--- src/logic/alu_cfg.svh ---
//--------------------------------------------------------------------------
// Width settings for the 16-bit execution unit
// Include wherever a datapath or condition-code width is needed
//--------------------------------------------------------------------------
`ifndef ALU_CFG_SVH
`define ALU_CFG_SVH

// Operand and result width
`define ALU_DATA_W 16

// n, z, p, c
`define ALU_CC_W 4

// Low srcB bits used as the shift amount (0..15)
`define ALU_SHAMT_W 4

`endif

--- src/logic/aluFlowPkg.sv ---
//--------------------------------------------------------------------------
// Handshake controller states of the ALU core
// One request in flight, four-phase req/ack
//--------------------------------------------------------------------------
package aluFlowPkg;

	// IDLE  waits for req, latches operands
	// EXEC  merge output gets registered, ack raised on exit
	// ACK   result held until req drops
	typedef enum logic [1:0] {
		ST_IDLE = 2'b00,
		ST_EXEC = 2'b01,
		ST_ACK  = 2'b10
	} hsState_e;

endpackage

--- src/logic/aluOpPkg.sv ---
//--------------------------------------------------------------------------
// Opcode encoding and condition-code layout of the ALU
// Referenced by scoped name from the datapath units and the core
//--------------------------------------------------------------------------
package aluOpPkg;

	// 3-bit opcode, 0XX arithmetic/set/xor, 1XX shifts and logic
	typedef enum logic [2:0] {
		OP_ADD = 3'b000, // srcB + srcA
		OP_SUB = 3'b001, // srcB - srcA
		OP_SET = 3'b010, // Load immediate, optionally byte-shifted
		OP_XOR = 3'b011,
		OP_SLL = 3'b100, // srcA << srcB[3:0]
		OP_SRL = 3'b101, // srcA >> srcB[3:0], zero fill
		OP_OR  = 3'b110,
		OP_AND = 3'b111
	} aluOp_e;

	//----------------------------------------------------------------------
	// Bit positions inside the ccodes vector
	//----------------------------------------------------------------------
	localparam int CC_N = 3; // negative
	localparam int CC_Z = 2; // zero
	localparam int CC_P = 1; // Positive, inverse of sign bit
	localparam int CC_C = 0; // Adder carry-out

endpackage

--- src/logic/AdderSetUnit.sv ---
//--------------------------------------------------------------------------
// Arithmetic half of the ALU datapath
// One carry adder serves ADD and SUB, the set path loads an immediate
// Purely combinational, carry is produced for every opcode
//--------------------------------------------------------------------------
`timescale 1ns/1ps
`include "alu_cfg.svh"

module AdderSetUnit (
	// Operation select
	input  aluOpPkg::aluOp_e        i_opCode,
	input  logic                    i_opSel,   // Set: shift immediate in under srcB
	// Operands
	input  logic [`ALU_DATA_W-1:0]  i_srcA,
	input  logic [`ALU_DATA_W-1:0]  i_srcB,
	// Results
	output logic [`ALU_DATA_W-1:0]  o_arithResult,
	output logic                    o_carry    // Adder carry-out
);

	localparam int halfW = `ALU_DATA_W / 2; // Byte lane width for set

	//----------------------------------------------------------------------
	// Internal signals
	//----------------------------------------------------------------------

	logic [`ALU_DATA_W-1:0] adderA;      // srcA, inverted for SUB
	logic                   adderCin;    // +1 completes the two's complement
	logic [`ALU_DATA_W:0]   adderFull;   // Sum with carry on top
	logic [`ALU_DATA_W-1:0] setResult;

	//----------------------------------------------------------------------
	// Adder
	//----------------------------------------------------------------------

	// Opcode bit 0 separates SUB from ADD
	assign adderA   = i_srcA ^ {`ALU_DATA_W{i_opCode[0]}};
	assign adderCin = i_opCode[0];

	// srcB + ~srcA + 1 gives srcB - srcA
	assign adderFull = {1'b0, i_srcB} + {1'b0, adderA} + {{`ALU_DATA_W{1'b0}}, adderCin};

	assign o_carry = adderFull[`ALU_DATA_W]; // Valid even for non-arith ops

	//----------------------------------------------------------------------
	// Set (load immediate)
	//----------------------------------------------------------------------

	always_comb begin
		if (i_opSel) begin
			// Byte of srcA moves up, srcB low byte stays underneath
			setResult = {i_srcA[halfW-1:0], i_srcB[halfW-1:0]};
		end else begin
			setResult = i_srcB;                         // Whole immediate
		end
	end

	//----------------------------------------------------------------------
	// Output select
	//----------------------------------------------------------------------

	always_comb begin
		if (i_opCode == aluOpPkg::OP_SET) begin
			o_arithResult = setResult;
		end else begin
			o_arithResult = adderFull[`ALU_DATA_W-1:0]; // ADD/SUB (and don't-care ops)
		end
	end

endmodule

--- src/logic/AluCore.sv ---
//--------------------------------------------------------------------------
// Top level of the execution unit
// Four-phase req/ack wrapper around the adder/set and bitwise units
// Operands are latched on an accepted req, the result is registered one
// edge later and held with ack high until req drops
//--------------------------------------------------------------------------
`timescale 1ns/1ps
`include "alu_cfg.svh"

module AluCore (
	input  logic                    i_clk,
	input  logic                    i_rstN,    // Async, active low
	// Request side, fields stable while i_req is high
	input  logic                    i_req,
	input  aluOpPkg::aluOp_e        i_opCode,
	input  logic                    i_opSel,
	input  logic [`ALU_DATA_W-1:0]  i_srcA,
	input  logic [`ALU_DATA_W-1:0]  i_srcB,
	// Response side, valid while o_ack is high
	output logic                    o_ack,
	output logic [`ALU_DATA_W-1:0]  o_result,
	output logic [`ALU_CC_W-1:0]    o_ccodes
);

	//----------------------------------------------------------------------
	// Internal signals
	//----------------------------------------------------------------------

	aluFlowPkg::hsState_e    hsState;       // Handshake FSM

	// Latched request
	aluOpPkg::aluOp_e        opCodeReg;
	logic                    opSelReg;
	logic [`ALU_DATA_W-1:0]  srcAReg;
	logic [`ALU_DATA_W-1:0]  srcBReg;

	// Unit outputs
	logic [`ALU_DATA_W-1:0]  arithResult;
	logic [`ALU_DATA_W-1:0]  logicResult;
	logic                    adderCarry;
	logic [`ALU_DATA_W-1:0]  mergeResult;
	logic [`ALU_CC_W-1:0]    mergeCcodes;

	logic                    accept;        // req seen in IDLE

	assign accept = (hsState == aluFlowPkg::ST_IDLE) && i_req;

	//----------------------------------------------------------------------
	// Handshake FSM and output registers
	//----------------------------------------------------------------------

	always_ff @(posedge i_clk or negedge i_rstN) begin
		if (!i_rstN) begin
			hsState  <= aluFlowPkg::ST_IDLE;
			o_ack    <= 1'b0;
			o_result <= '0;
			o_ccodes <= '0;
		end else begin
			case (hsState)
				aluFlowPkg::ST_IDLE: begin
					if (i_req) hsState <= aluFlowPkg::ST_EXEC; // Operands latched below
				end
				aluFlowPkg::ST_EXEC: begin
					// Operands settled through the units, capture
					o_result <= mergeResult;
					o_ccodes <= mergeCcodes;
					o_ack    <= 1'b1;
					hsState  <= aluFlowPkg::ST_ACK;
				end
				aluFlowPkg::ST_ACK: begin
					if (!i_req) begin              // Requester done, release
						o_ack   <= 1'b0;
						hsState <= aluFlowPkg::ST_IDLE;
					end
				end
				default: hsState <= aluFlowPkg::ST_IDLE;
			endcase
		end
	end

	// Request fields, loaded only on accept
	always_ff @(posedge i_clk) begin
		if (accept) begin
			opCodeReg <= i_opCode;
			opSelReg  <= i_opSel;
			srcAReg   <= i_srcA;
			srcBReg   <= i_srcB;
		end
	end

	//----------------------------------------------------------------------
	// Datapath units
	//----------------------------------------------------------------------

	AdderSetUnit uAdderSet (
		.i_opCode      (opCodeReg),
		.i_opSel       (opSelReg),
		.i_srcA        (srcAReg),
		.i_srcB        (srcBReg),
		.o_arithResult (arithResult),
		.o_carry       (adderCarry)
	);

	BitwiseUnit uBitwise (
		.i_opCode      (opCodeReg),
		.i_srcA        (srcAReg),
		.i_srcB        (srcBReg),
		.o_logicResult (logicResult)
	);

	// Picks between the two, builds n/z/p/c
	ResultMerge uMerge (
		.i_opCode      (opCodeReg),
		.i_arithResult (arithResult),
		.i_logicResult (logicResult),
		.i_carry       (adderCarry),
		.o_result      (mergeResult),
		.o_ccodes      (mergeCcodes)
	);

endmodule

--- src/logic/BitwiseUnit.sv ---
//--------------------------------------------------------------------------
// Logic half of the ALU datapath
// AND, OR, XOR and logical shifts of srcA, picked by opcode
// Arithmetic opcodes fall back to XOR, the merge ignores that output
//--------------------------------------------------------------------------
`timescale 1ns/1ps
`include "alu_cfg.svh"

module BitwiseUnit (
	input  aluOpPkg::aluOp_e        i_opCode,
	input  logic [`ALU_DATA_W-1:0]  i_srcA,
	input  logic [`ALU_DATA_W-1:0]  i_srcB,     // Also carries shift amount
	output logic [`ALU_DATA_W-1:0]  o_logicResult
);

	logic [`ALU_DATA_W-1:0]  andResult, orResult, xorResult;
	logic [`ALU_DATA_W-1:0]  sllResult, srlResult;
	logic [`ALU_SHAMT_W-1:0] shamt;

	// Bitwise ops
	assign andResult = i_srcA & i_srcB;
	assign orResult  = i_srcA | i_srcB;
	assign xorResult = i_srcA ^ i_srcB;

	// Shifts, zero fill both ways
	assign shamt     = i_srcB[`ALU_SHAMT_W-1:0];
	assign sllResult = i_srcA << shamt;
	assign srlResult = i_srcA >> shamt;

	//----------------------------------------------------------------------
	// Result select
	//----------------------------------------------------------------------

	always_comb begin
		case (i_opCode)
			aluOpPkg::OP_AND: o_logicResult = andResult;
			aluOpPkg::OP_OR:  o_logicResult = orResult;
			aluOpPkg::OP_SLL: o_logicResult = sllResult;
			aluOpPkg::OP_SRL: o_logicResult = srlResult;
			default:          o_logicResult = xorResult; // OP_XOR, rest unused
		endcase
	end

endmodule

--- src/logic/ResultMerge.sv ---
//--------------------------------------------------------------------------
// Final result select and condition-code generation
// Arithmetic unit output for ADD/SUB/SET, logic unit output otherwise
// n/z/p follow the chosen result, c is always the adder carry
//--------------------------------------------------------------------------
`timescale 1ns/1ps
`include "alu_cfg.svh"

module ResultMerge (
	input  aluOpPkg::aluOp_e        i_opCode,
	// Unit outputs
	input  logic [`ALU_DATA_W-1:0]  i_arithResult,
	input  logic [`ALU_DATA_W-1:0]  i_logicResult,
	input  logic                    i_carry,
	// Merged outputs
	output logic [`ALU_DATA_W-1:0]  o_result,
	output logic [`ALU_CC_W-1:0]    o_ccodes
);

	logic useArith; // High for the three adder/set opcodes

	//----------------------------------------------------------------------
	// Result select
	//----------------------------------------------------------------------

	always_comb begin
		case (i_opCode)
			aluOpPkg::OP_ADD,
			aluOpPkg::OP_SUB,
			aluOpPkg::OP_SET: useArith = 1'b1;
			default:          useArith = 1'b0;
		endcase
	end

	assign o_result = useArith ? i_arithResult : i_logicResult;

	//----------------------------------------------------------------------
	// Condition codes
	//----------------------------------------------------------------------

	always_comb begin
		o_ccodes                  = '0;
		o_ccodes[aluOpPkg::CC_N]  = o_result[`ALU_DATA_W-1];   // Sign bit
		o_ccodes[aluOpPkg::CC_Z]  = ~(|o_result);              // All zero
		o_ccodes[aluOpPkg::CC_P]  = ~o_result[`ALU_DATA_W-1];  // Set on zero too
		o_ccodes[aluOpPkg::CC_C]  = i_carry;                   // Meaningful for SUB
	end

endmodule

--- config.mk ---
export PLATFORM = sky130hd
export DESIGN_NAME = AluCore
export DESIGN_NICKNAME = d
export VERILOG_FILES = /design/src/logic/aluFlowPkg.sv /design/src/logic/aluOpPkg.sv /design/src/logic/AdderSetUnit.sv /design/src/logic/AluCore.sv /design/src/logic/BitwiseUnit.sv /design/src/logic/ResultMerge.sv
export VERILOG_INCLUDE_DIRS = /design/src /design/src/logic
export SDC_FILE = /design/constraint.sdc
export NUM_CORES = 1
export LEC_CHECK = 0
export BUFFER_PORTS_ARGS = -buffer_cell sky130_fd_sc_hd__buf_2
export CORE_ASPECT_RATIO = 0.5
export CORE_UTILIZATION = 45
export CTS_CLUSTER_SIZE = 40
export DETAILED_ROUTE_END_ITERATION = 6
export SYNTH_ARGS = -nofsm -noshare
export SYNTH_HDL_FRONTEND = slang
export SYNTH_SLANG_ARGS = --single-unit
--- constraint.sdc ---
create_clock -name i_clk -period 5.4 [get_ports i_clk]
set_input_delay 0.54 -clock i_clk [delete_from_list [all_inputs] [get_ports i_clk]]
set_output_delay 0.54 -clock i_clk [all_outputs]
set_load 0.02 [all_outputs]
==> results of run 1 <==
sequential cells by signal, summed over array words and instances (netlist names):
| register | count |
|---|---|
| hsState | 2 |
| o_ack | 1 |
| o_ccodes | 4 |
| o_result | 15 |
| opCodeReg | 3 |
| opSelReg | 1 |
| srcAReg | 16 |
| srcBReg | 16 |
worst max path at each step:
stage,slack [ns],from,to
floorplan,1.45,opCodeReg[0],o_ccodes[2]
global placement,1.70,opCodeReg[0],o_ccodes[2]
detailed placement,1.59,opCodeReg[0],o_ccodes[2]
CTS,1.52,opCodeReg[0],o_ccodes[2]
global route,1.23,opCodeReg[0],o_ccodes[2]
finish,1.49,opCodeReg[0],o_ccodes[2]
power groups by stage:
stage | combinational, µW | sequential (µW) | clock [µW]
2_1_floorplan | 1130 | 811 | 0
3_3_place_gp | 1590 | 825 | 0
3_5_place_dp | 1590 | 826 | 0
4_1_cts | 1600 | 819 | 630
5_1_grt | 1790 | 842 | 647
6_report | 1620 | 828 | 621
cell usage after synthesis, drive strengths merged (4+ instances only):
cell / number
a31oi: 9
and3: 8
nor2: 54
o21ai: 48
nand3: 6
or3: 4
a31o: 4
ha: 48
xor2: 18
nor2b: 6
and2: 7
nor3: 16
o211ai: 7
a221oi: 5
clkbuf: 30
o2111ai: 4
nand2: 90
dfrtp: 22
buf: 17
xnor2: 4
mux2i: 17
nand2b: 6
a211o: 4
a211oi: 8
edfxtp: 36
a21o: 4
inv: 38
mux2: 11
mux4: 14
a21oi: 41
a311oi: 7
logic make-up after synthesis:
kind of cell / after synthesis / share of synthesized area, %
flip-flops: 58 / 29.0
AO/OA/AOI/OAI: 177 / 21.0
buffers and inverters: 87 / 6.66
multiplexers: 42 / 10.9
XOR/XNOR: 22 / 3.42
AND/OR/NAND/NOR: 218 / 18.1
adder cells (fa/ha/maj): 49 / 11.0
cell type report:
type | count | share of cell area, %
flip-flops and latches | 58 | 25.8
clock buffers | 12 | 4.24
repair buffers | 71 | 6.10
inverters | 40 | 2.38
well taps | 165 | 3.27
clock inverters | 4 | 0.733
multi-input cells | 508 | 57.5
metal layers:
| metal | up-vias | track usage (%) |
|---|---|---|
| li1 | 2457 | - |
| met1 | 2449 | 45.7 |
| met2 | 231 | 41.6 |
| met3 | 26 | 9.91 |
| met4 | 0 | 7.62 |
| met5 | - | 0 |
per-stage QoR:
stage,power [µW],instances
2_1_floorplan,1940,653
3_3_place_gp,2410,842
3_5_place_dp,2420,842
4_1_cts,3050,858
5_1_grt,3280,858
6_report,3070,858
==> impl_metrics.env, run 1 <==
export IMPL_clk_pin_slew_ns=0.06
export IMPL_dieArea_mm2=0.0130
export IMPL_regArea_mm2=0.00163
export IMPL_crit_path_top_delay_cell="edfxtp_1"
export IMPL_slew_violations=0
export IMPL_syn_inst=653
export IMPL_post_cts_resized=0
export IMPL_netSwitchingFraction_pct=46.1
export IMPL_gr_total_overflow=0
export IMPL_route_met2_wl_um=7240
export IMPL_min_delay_path_class="in2async"
export IMPL_cts_max_level=3
export IMPL_coreArea_mm2=0.0120
export IMPL_start_util_pct=46.9
export IMPL_max_freq_ghz=0.256
export IMPL_clk_root_buffer_cell="clkbuf_16"
export IMPL_finalCriticalPeriod_ns=3.91
export IMPL_fillers=1156
export IMPL_num_nets_final=776
export IMPL_r2r_start="opCodeReg[0]"
export IMPL_p_per_area_mw_per_mm2=485
export IMPL_ys_ff_latch=58
export IMPL_dieHeight_um=81.1
export IMPL_grt_usage_pct=30.6
export IMPL_cts_tree="yes"
export IMPL_clock_latency_ns=0.34
export IMPL_avgRoutedWirePerCell_um=22.4
export IMPL_cts_sinks=58
export IMPL_die_x_um=160
export IMPL_p_int_uw=1650
export IMPL_seq_area_frac_synth_pct=29.0
export IMPL_max_slew_margin_rel_pct=40.9
export IMPL_dr_total_vias=5163
export IMPL_reg2reg_slack_ns=1.49
export IMPL_multiInputGateArea_mm2=0.00363
export IMPL_post_cts_buffers=0
export IMPL_dp_slack_ns=1.59
export IMPL_grt_pass1_vias=4664
export IMPL_drc=0
export IMPL_finalCritPeriodShare_pct=72.4
export IMPL_place_area_mm2=0.00600
export IMPL_reg2regPathDepth=11
export IMPL_worstMarginPinSlew_ns=0.887
export IMPL_drt_iter0_drc=531
export IMPL_ys_flop_type="edfxtp_1"
export IMPL_crit_path_frequent_cell="nand3_1"
export IMPL_seq_power_share_pct=27.0
export IMPL_crit_chain="mux2i_1 -> fa_1 -> nor2b_1 -> o2111ai_1 -> nand3_1 -> nand3_1 -> or3_1 -> a31oi_1 -> mux2_2 -> and4_1 -> a31o_1"
export IMPL_status="finished clean"
export IMPL_firstDrtPassIters=5
export IMPL_antenna_found_initial=0
export IMPL_synth_top_area_cell="edfxtp_1"
export IMPL_r2r_end="o_ccodes[2]"
export IMPL_ir_drop_v=0.000203
export IMPL_final_hold_viol_count=0
export IMPL_area_delta_synth_final_pct=12.2
export IMPL_cp_end_kind="flip-flop"
export IMPL_vias_per_cell=6.02
export IMPL_drive_gt1_share_pct=17.3
export IMPL_grt_pass1_wl_um=28900
export IMPL_drt_total_wl_um=19200
export IMPL_fin_area_mm2=0.00632
export IMPL_synth_edf_count=36
export IMPL_place_gp_congestion=0.973
export IMPL_ys_warn_count=0
export IMPL_cts_path_max_buffers=2
export IMPL_p_leak_uw=0.00275
export IMPL_cp_slowest_stage_delay_ns=0.93
export IMPL_place_hpwl_um=14200
export IMPL_synth_area_top_cells="edfxtp_1, ha_1, dfrtp_1"
export IMPL_cts_inserted_buffers=9
export IMPL_p_comb_share_pct=52.7
export IMPL_synth_nets=741
export IMPL_power_share_clock_pct=20.3
export IMPL_rows=28
export IMPL_cp_depth=11
export IMPL_io_pins=60
export IMPL_wl_met1_um=9630
export IMPL_power_switching_uw=1410
export IMPL_cp_max_fo=27
export IMPL_grt_setup_unrepaired="no"
export IMPL_holdBufCountCts=0
export IMPL_diodes=0
export IMPL_final_common_cell="nand2_1"
export IMPL_post_route_util_pct=52.6
export IMPL_cp_buffers_inverters=0
export IMPL_grt_max_degree=48
export IMPL_tns_ns=0
export IMPL_crit_required_ns=5.62
export IMPL_top_layer_used="met4"
export IMPL_layout_common_cells="nand2_1, buf_2, nor2_1"
export IMPL_ant_nets=0
export IMPL_synth_area_mm2=0.00563
export IMPL_avgSynthCellArea_um2=8.63
export IMPL_synth_cell_types=74
export IMPL_maxCapViolCount=0
export IMPL_io_buffers=59
export IMPL_cp_arrival_ns=4.13
export IMPL_synth_top_area_share_pct=19.2
export IMPL_critPathTopFamily="simple AND/OR/NAND/NOR gates"
export IMPL_setup_violations=0
export IMPL_fin_skew_ns=0.00875
export IMPL_fin_ws_ns=1.49
export IMPL_wl_met3_um=1990
export IMPL_crit_path_start_kind="flip-flop"
export IMPL_async_flop_share_pct=37.9
export IMPL_worstSetupPathType="reg2reg"
export IMPL_whs_ns=0.158
(Power assumes the default switching activity.)
==> run 2, diff against run 1 <==
==> constraint.sdc (replaced) <==
create_clock -name i_clk -period 4.07 [get_ports i_clk]
set_input_delay 0.407 -clock i_clk [delete_from_list [all_inputs] [get_ports i_clk]]
set_output_delay 0.407 -clock i_clk [all_outputs]
set_load 0.02 [all_outputs]
==> run 2 against run 1 <==
Effect of this change: global-route usage up 1.1 points; via count increased by 3.1%; critical path depth is 1 higher; register-to-register slack got worse by 0.88 ns; sequential cell count is the same; maximum frequency increased by 13%; wire length is 3.6% higher; clock skew is 0.00076 ns higher; critical path type unchanged; largest cell class unchanged; highest routed layer unchanged.
==> impl_metrics.env, run 2 (synthesis gave the netlist of run 1 again) <==
export IMPL_dieHeight_um=81.1
export IMPL_crit_path_frequent_cell="nand3_1"
export IMPL_startpoint="opCodeReg[0]"
export IMPL_fin_ws_ns=0.614
export IMPL_dieArea_mm2=0.0130
export IMPL_grt_pass1_vias=4891
export IMPL_cts_tree="yes"
export IMPL_diodes=0
export IMPL_post_cts_resized=0
export IMPL_antenna_found_initial=0
export IMPL_p_leak_uw=0.00279
export IMPL_fin_area_mm2=0.00640
export IMPL_worstSetupPathType="reg2reg"
export IMPL_wl_met3_um=2460
export IMPL_whs_ns=0.0319
export IMPL_cts_sinks=58
export IMPL_io_buffers=59
export IMPL_final_hold_viol_count=0
export IMPL_vias_per_cell=6.13
export IMPL_final_common_cell="nand2_1"
export IMPL_crit_path_start_kind="flip-flop"
export IMPL_dp_slack_ns=0.694
export IMPL_finalCriticalPeriod_ns=3.46
export IMPL_cp_slowest_stage_delay_ns=0.49
export IMPL_dr_total_vias=5324
export IMPL_min_delay_path_class="in2async"
export IMPL_area_delta_synth_final_pct=13.5
export IMPL_firstDrtPassIters=5
export IMPL_crit_path_top_delay_cell="edfxtp_1"
export IMPL_finalCritPeriodShare_pct=84.9
export IMPL_grt_pass1_wl_um=29900
export IMPL_worstMarginPinSlew_ns=0.834
export IMPL_clock_latency_ns=0.34
export IMPL_p_per_area_mw_per_mm2=638
export IMPL_wl_met1_um=9530
export IMPL_max_slew_margin_rel_pct=44.4
export IMPL_die_x_um=160
export IMPL_place_hpwl_um=15100
export IMPL_reg2regPathDepth=12
export IMPL_ir_drop_v=0.000283
export IMPL_cp_end_kind="flip-flop"
export IMPL_drt_total_wl_um=19900
export IMPL_gr_total_overflow=0
export IMPL_top_layer_used="met4"
export IMPL_endpoint="o_ccodes[2]"
export IMPL_avgRoutedWirePerCell_um=22.9
export IMPL_status="finished clean"
export IMPL_setup_violations=0
export IMPL_holdBufCountCts=0
export IMPL_start_util_pct=46.9
export IMPL_slew_violations=0
export IMPL_rows=28
export IMPL_r2r_end="o_ccodes[2]"
export IMPL_drt_iter0_drc=649
export IMPL_cts_path_max_buffers=2
export IMPL_grt_setup_unrepaired="no"
export IMPL_cp_max_fo=44
export IMPL_clk_root_buffer_cell="clkbuf_16"
export IMPL_reg2reg_slack_ns=0.61
export IMPL_cts_inserted_buffers=9
export IMPL_post_cts_buffers=0
export IMPL_drive_gt1_share_pct=18.3
export IMPL_top_regs="srcAReg (16), srcBReg (16), o_result (15)"
export IMPL_clk_pin_slew_ns=0.06
export IMPL_place_area_mm2=0.00609
export IMPL_tns_ns=0
export IMPL_cts_max_level=3
export IMPL_route_met2_wl_um=7550
export IMPL_crit_chain="buf_12 -> xor2_1 -> ha_1 -> nor2b_1 -> o2111ai_1 -> nand3_1 -> nand3_1 -> or3_1 -> a31oi_1 -> mux2_2 -> and4_1 -> a31o_1"
export IMPL_ant_nets=0
export IMPL_max_freq_ghz=0.289
export IMPL_fillers=1136
export IMPL_drc=0
export IMPL_place_gp_congestion=1.02
export IMPL_grt_max_degree=45
export IMPL_maxCapViolCount=0
export IMPL_cp_arrival_ns=3.68
export IMPL_num_nets_final=786
export IMPL_fin_skew_ns=0.00951
export IMPL_p_total_uw=4080
export IMPL_r2r_start="opCodeReg[0]"
export IMPL_io_pins=60
export IMPL_layout_common_cells="nand2_1, buf_2, nor2_1"
export IMPL_grt_usage_pct=31.7
export IMPL_crit_required_ns=4.29
export IMPL_coreArea_mm2=0.0120
-- run 2: report_power, final --
| part | internal, µW | switching, µW |
|---|---|---|
| combinational | 860 | 1390 |
| sequential | 829 | 224 |
| clock | 499 | 286 |
| total | 2190 | 1900 |
-- run 2: how the worst min path moves through the flow --
stage	from	endpoint	slack (ns)	cells after the start
2_1_floorplan	i_rstN	hsState[0]	0.11	0
3_3_place_gp	i_rstN	o_ack	0.40	1
3_5_place_dp	i_rstN	o_ack	0.40	1
4_1_cts	i_rstN	o_result[7]	0.05	1
5_1_grt	i_rstN	o_ack	0.07	1
6_report	i_rstN	o_ack	0.03	1
-- run 2: critical path: cells and delay by family (launching register included) --
kind / cells / cell delay, ns
multiplexers: 1 / 0.37
buffers and inverters: 1 / 0.23
AND/OR/NAND/NOR: 5 / 1.07
flip-flops: 1 / 0.49
AO/OA/AOI/OAI: 3 / 0.64
adder cells (fa/ha/maj): 1 / 0.34
XOR/XNOR: 1 / 0.17
-- run 2: layout make-up --
type	count	area [µm²]	share of cell area, %
sequential	58	1630	25.5
multi-input combinational	508	3630	56.8
inverter	40	150	2.35
tap	165	206	3.23
timing repair buffer	81	473	7.39
clock buffer	15	299	4.68
clock inverter	1	5.00	0.0782
-- run 2: routing by layer --
layer | track usage [%] | vias up
met5 | 0 | -
met4 | 7.24 | 0
met3 | 11.0 | 35
met2 | 43.6 | 294
met1 | 46.7 | 2519
li1 | - | 2476
-- run 2: through the flow --
step           utilization (%)  instances
6_report                  53.2        868
5_1_grt                   53.2        868
4_1_cts                   53.2        868
3_5_place_dp              50.7        852
3_3_place_gp              50.7        852
2_1_floorplan                -        653
==> run 3, diff against run 2 <==
==> constraint.sdc (replaced) <==
create_clock -name i_clk -period 3.3 [get_ports i_clk]
set_input_delay 0.33 -clock i_clk [delete_from_list [all_inputs] [get_ports i_clk]]
set_output_delay 0.33 -clock i_clk [all_outputs]
set_load 0.02 [all_outputs]
==> run 3 against run 2 <==
Effect of this change: utilization up 2.3 points; combinational power up 33%; maximum frequency up 7.4%; critical endpoint unchanged; largest power group unchanged.
==> impl_metrics.env, run 3 (synthesis gave the netlist of run 1 again) <==
export IMPL_vias_per_cell=6.09
export IMPL_avgRoutedWirePerCell_um=21.1
export IMPL_grt_max_degree=48
export IMPL_max_freq_ghz=0.311
export IMPL_area_delta_synth_final_pct=18.4
export IMPL_p_per_area_mw_per_mm2=787
export IMPL_fin_ws_ns=0.0831
export IMPL_maxCapViolCount=0
export IMPL_coreArea_mm2=0.0120
export IMPL_drt_total_wl_um=18900
export IMPL_p_int_uw=2860
export IMPL_grt_usage_pct=30.0
export IMPL_final_common_cell="nand2_1"
export IMPL_place_hpwl_um=14400
export IMPL_clock_latency_ns=0.33
export IMPL_netSwitchingFraction_pct=45.4
export IMPL_crit_required_ns=3.52
export IMPL_grt_pass1_vias=4922
export IMPL_clk_root_buffer_cell="clkbuf_16"
export IMPL_cp_max_fo=24
export IMPL_clk_pin_slew_ns=0.06
export IMPL_slew_violations=0
export IMPL_io_buffers=59
export IMPL_gr_total_overflow=0
export IMPL_worstMarginPinSlew_ns=0.864
export IMPL_finalCritPeriodShare_pct=97.5
export IMPL_post_route_util_pct=55.5
export IMPL_io_pins=60
export IMPL_seq_power_share_pct=23.8
export IMPL_place_gp_congestion=0.973
export IMPL_start_util_pct=46.9
export IMPL_dr_total_vias=5434
export IMPL_fillers=1108
export IMPL_regArea_mm2=0.00163
export IMPL_diodes=0
export IMPL_rows=28
export IMPL_grt_pass1_wl_um=28700
export IMPL_dieArea_mm2=0.0130
export IMPL_num_nets_final=810
export IMPL_setup_violations=0
export IMPL_status="finished clean"
export IMPL_cts_path_max_buffers=2
export IMPL_firstDrtPassIters=6
export IMPL_drt_iter0_drc=626
export IMPL_power_share_clock_pct=19.0
export IMPL_crit_path_start_kind="flip-flop"
export IMPL_ant_nets=0
export IMPL_fin_skew_ns=0.00693
export IMPL_dp_slack_ns=-0.0255
export IMPL_p_comb_share_pct=57.2
export IMPL_max_slew_margin_rel_pct=42.4
export IMPL_tns_ns=0
export IMPL_dieHeight_um=81.1
export IMPL_final_hold_viol_count=0
export IMPL_min_delay_path_class="in2reg"
export IMPL_top_regs="srcAReg (16), srcBReg (16), o_result (15)"
export IMPL_fin_area_mm2=0.00667
export IMPL_place_area_mm2=0.00627
export IMPL_worstSetupPathType="reg2reg"
export IMPL_cp_arrival_ns=3.43
export IMPL_finalCriticalPeriod_ns=3.22
export IMPL_p_leak_uw=0.00293
export IMPL_cts_inserted_buffers=9
export IMPL_multiInputGateArea_mm2=0.00368
export IMPL_cts_sinks=58
export IMPL_drc=0
export IMPL_cts_tree="yes"
export IMPL_cts_max_level=3
export IMPL_ir_drop_v=0.000461
export IMPL_layout_common_cells="nand2_1, buf_2, nor2_1"
export IMPL_drive_gt1_share_pct=22.0
export IMPL_die_x_um=160
export IMPL_power_switching_uw=2380
export IMPL_antenna_found_initial=0
export IMPL_cp_end_kind="flip-flop"
==> run 3: final cells by class <==
cell class,instances,share of cell area [%]
clock buffers,14,4.62
clock inverters,2,0.169
inverters,40,2.25
multi-input cells,508,55.2
flip-flops and latches,58,24.5
well taps,165,3.10
repair buffers,105,10.2
==> run 3: critical path: stages (launching register included) <==
cell and delay (ns):
edfxtp_1 0.50, buf_4 0.18, buf_4 0.20, or4b_4 0.65
or4_4 0.58, a41oi_2 0.23, a311oi_1 0.10, and4_1 0.24
and4bb_1 0.19, a31o_1 0.21
==> run 3: stage by stage <==
step / total power [µW] / hold WS [ns] / cells
after floorplan: 3190 / 0.0344 / 653
after global placement: 4090 / 0.318 / 872
after detailed placement: 4120 / 0.310 / 872
after CTS: 5150 / 0.162 / 890
after global routing: 5590 / 0.160 / 892
final: 5250 / 0.168 / 892
==> run 3: worst paths after layout <==
check | cells after the start | slack [ns] | endpoint | startpoint
min in group asynchronous | 2 | 0.48 | hsState[1] | i_rstN
worst max register to register | 9 | 0.08 | o_ccodes[2] | opCodeReg[0]
max in group asynchronous | 2 | 2.50 | o_result[12] | i_rstN
worst max-delay path | 9 | 0.08 | o_ccodes[2] | opCodeReg[0]
worst min-delay path | 1 | 0.17 | srcAReg[8] | i_srcA[8]
worst min register to register | 2 | 0.47 | o_result[9] | o_result[9]
==> run 3: layer usage <==
| metal | share of wire (%) | GRT usage (%) |
|---|---|---|
| met2 | 39 | 42.8 |
| met1 | 48 | 44.2 |
| met4 | 1.7 | 6.57 |
| met5 | 0 | 0 |
| met3 | 11 | 8.63 |
==> run 3: power by group through the flow <==
stage / registers, µW / logic, µW / clock network (µW)
after detailed placement: 1260 / 2860 / 0
after floorplan: 1320 / 1870 / 0
final: 1250 / 3000 / 996
after CTS: 1240 / 2890 / 1010
after global routing: 1270 / 3270 / 1040
after global placement: 1250 / 2840 / 0
==> run 3: timing repair <==
action / in CTS / in global routing
hold buffers: 1 / 0
buffers inserted: 1 / 2
hold endpoints to repair: 22 / 0
setup endpoints to repair: 1 / 2
pin swaps: 1 / 4
gates resized for setup: 1 / 8
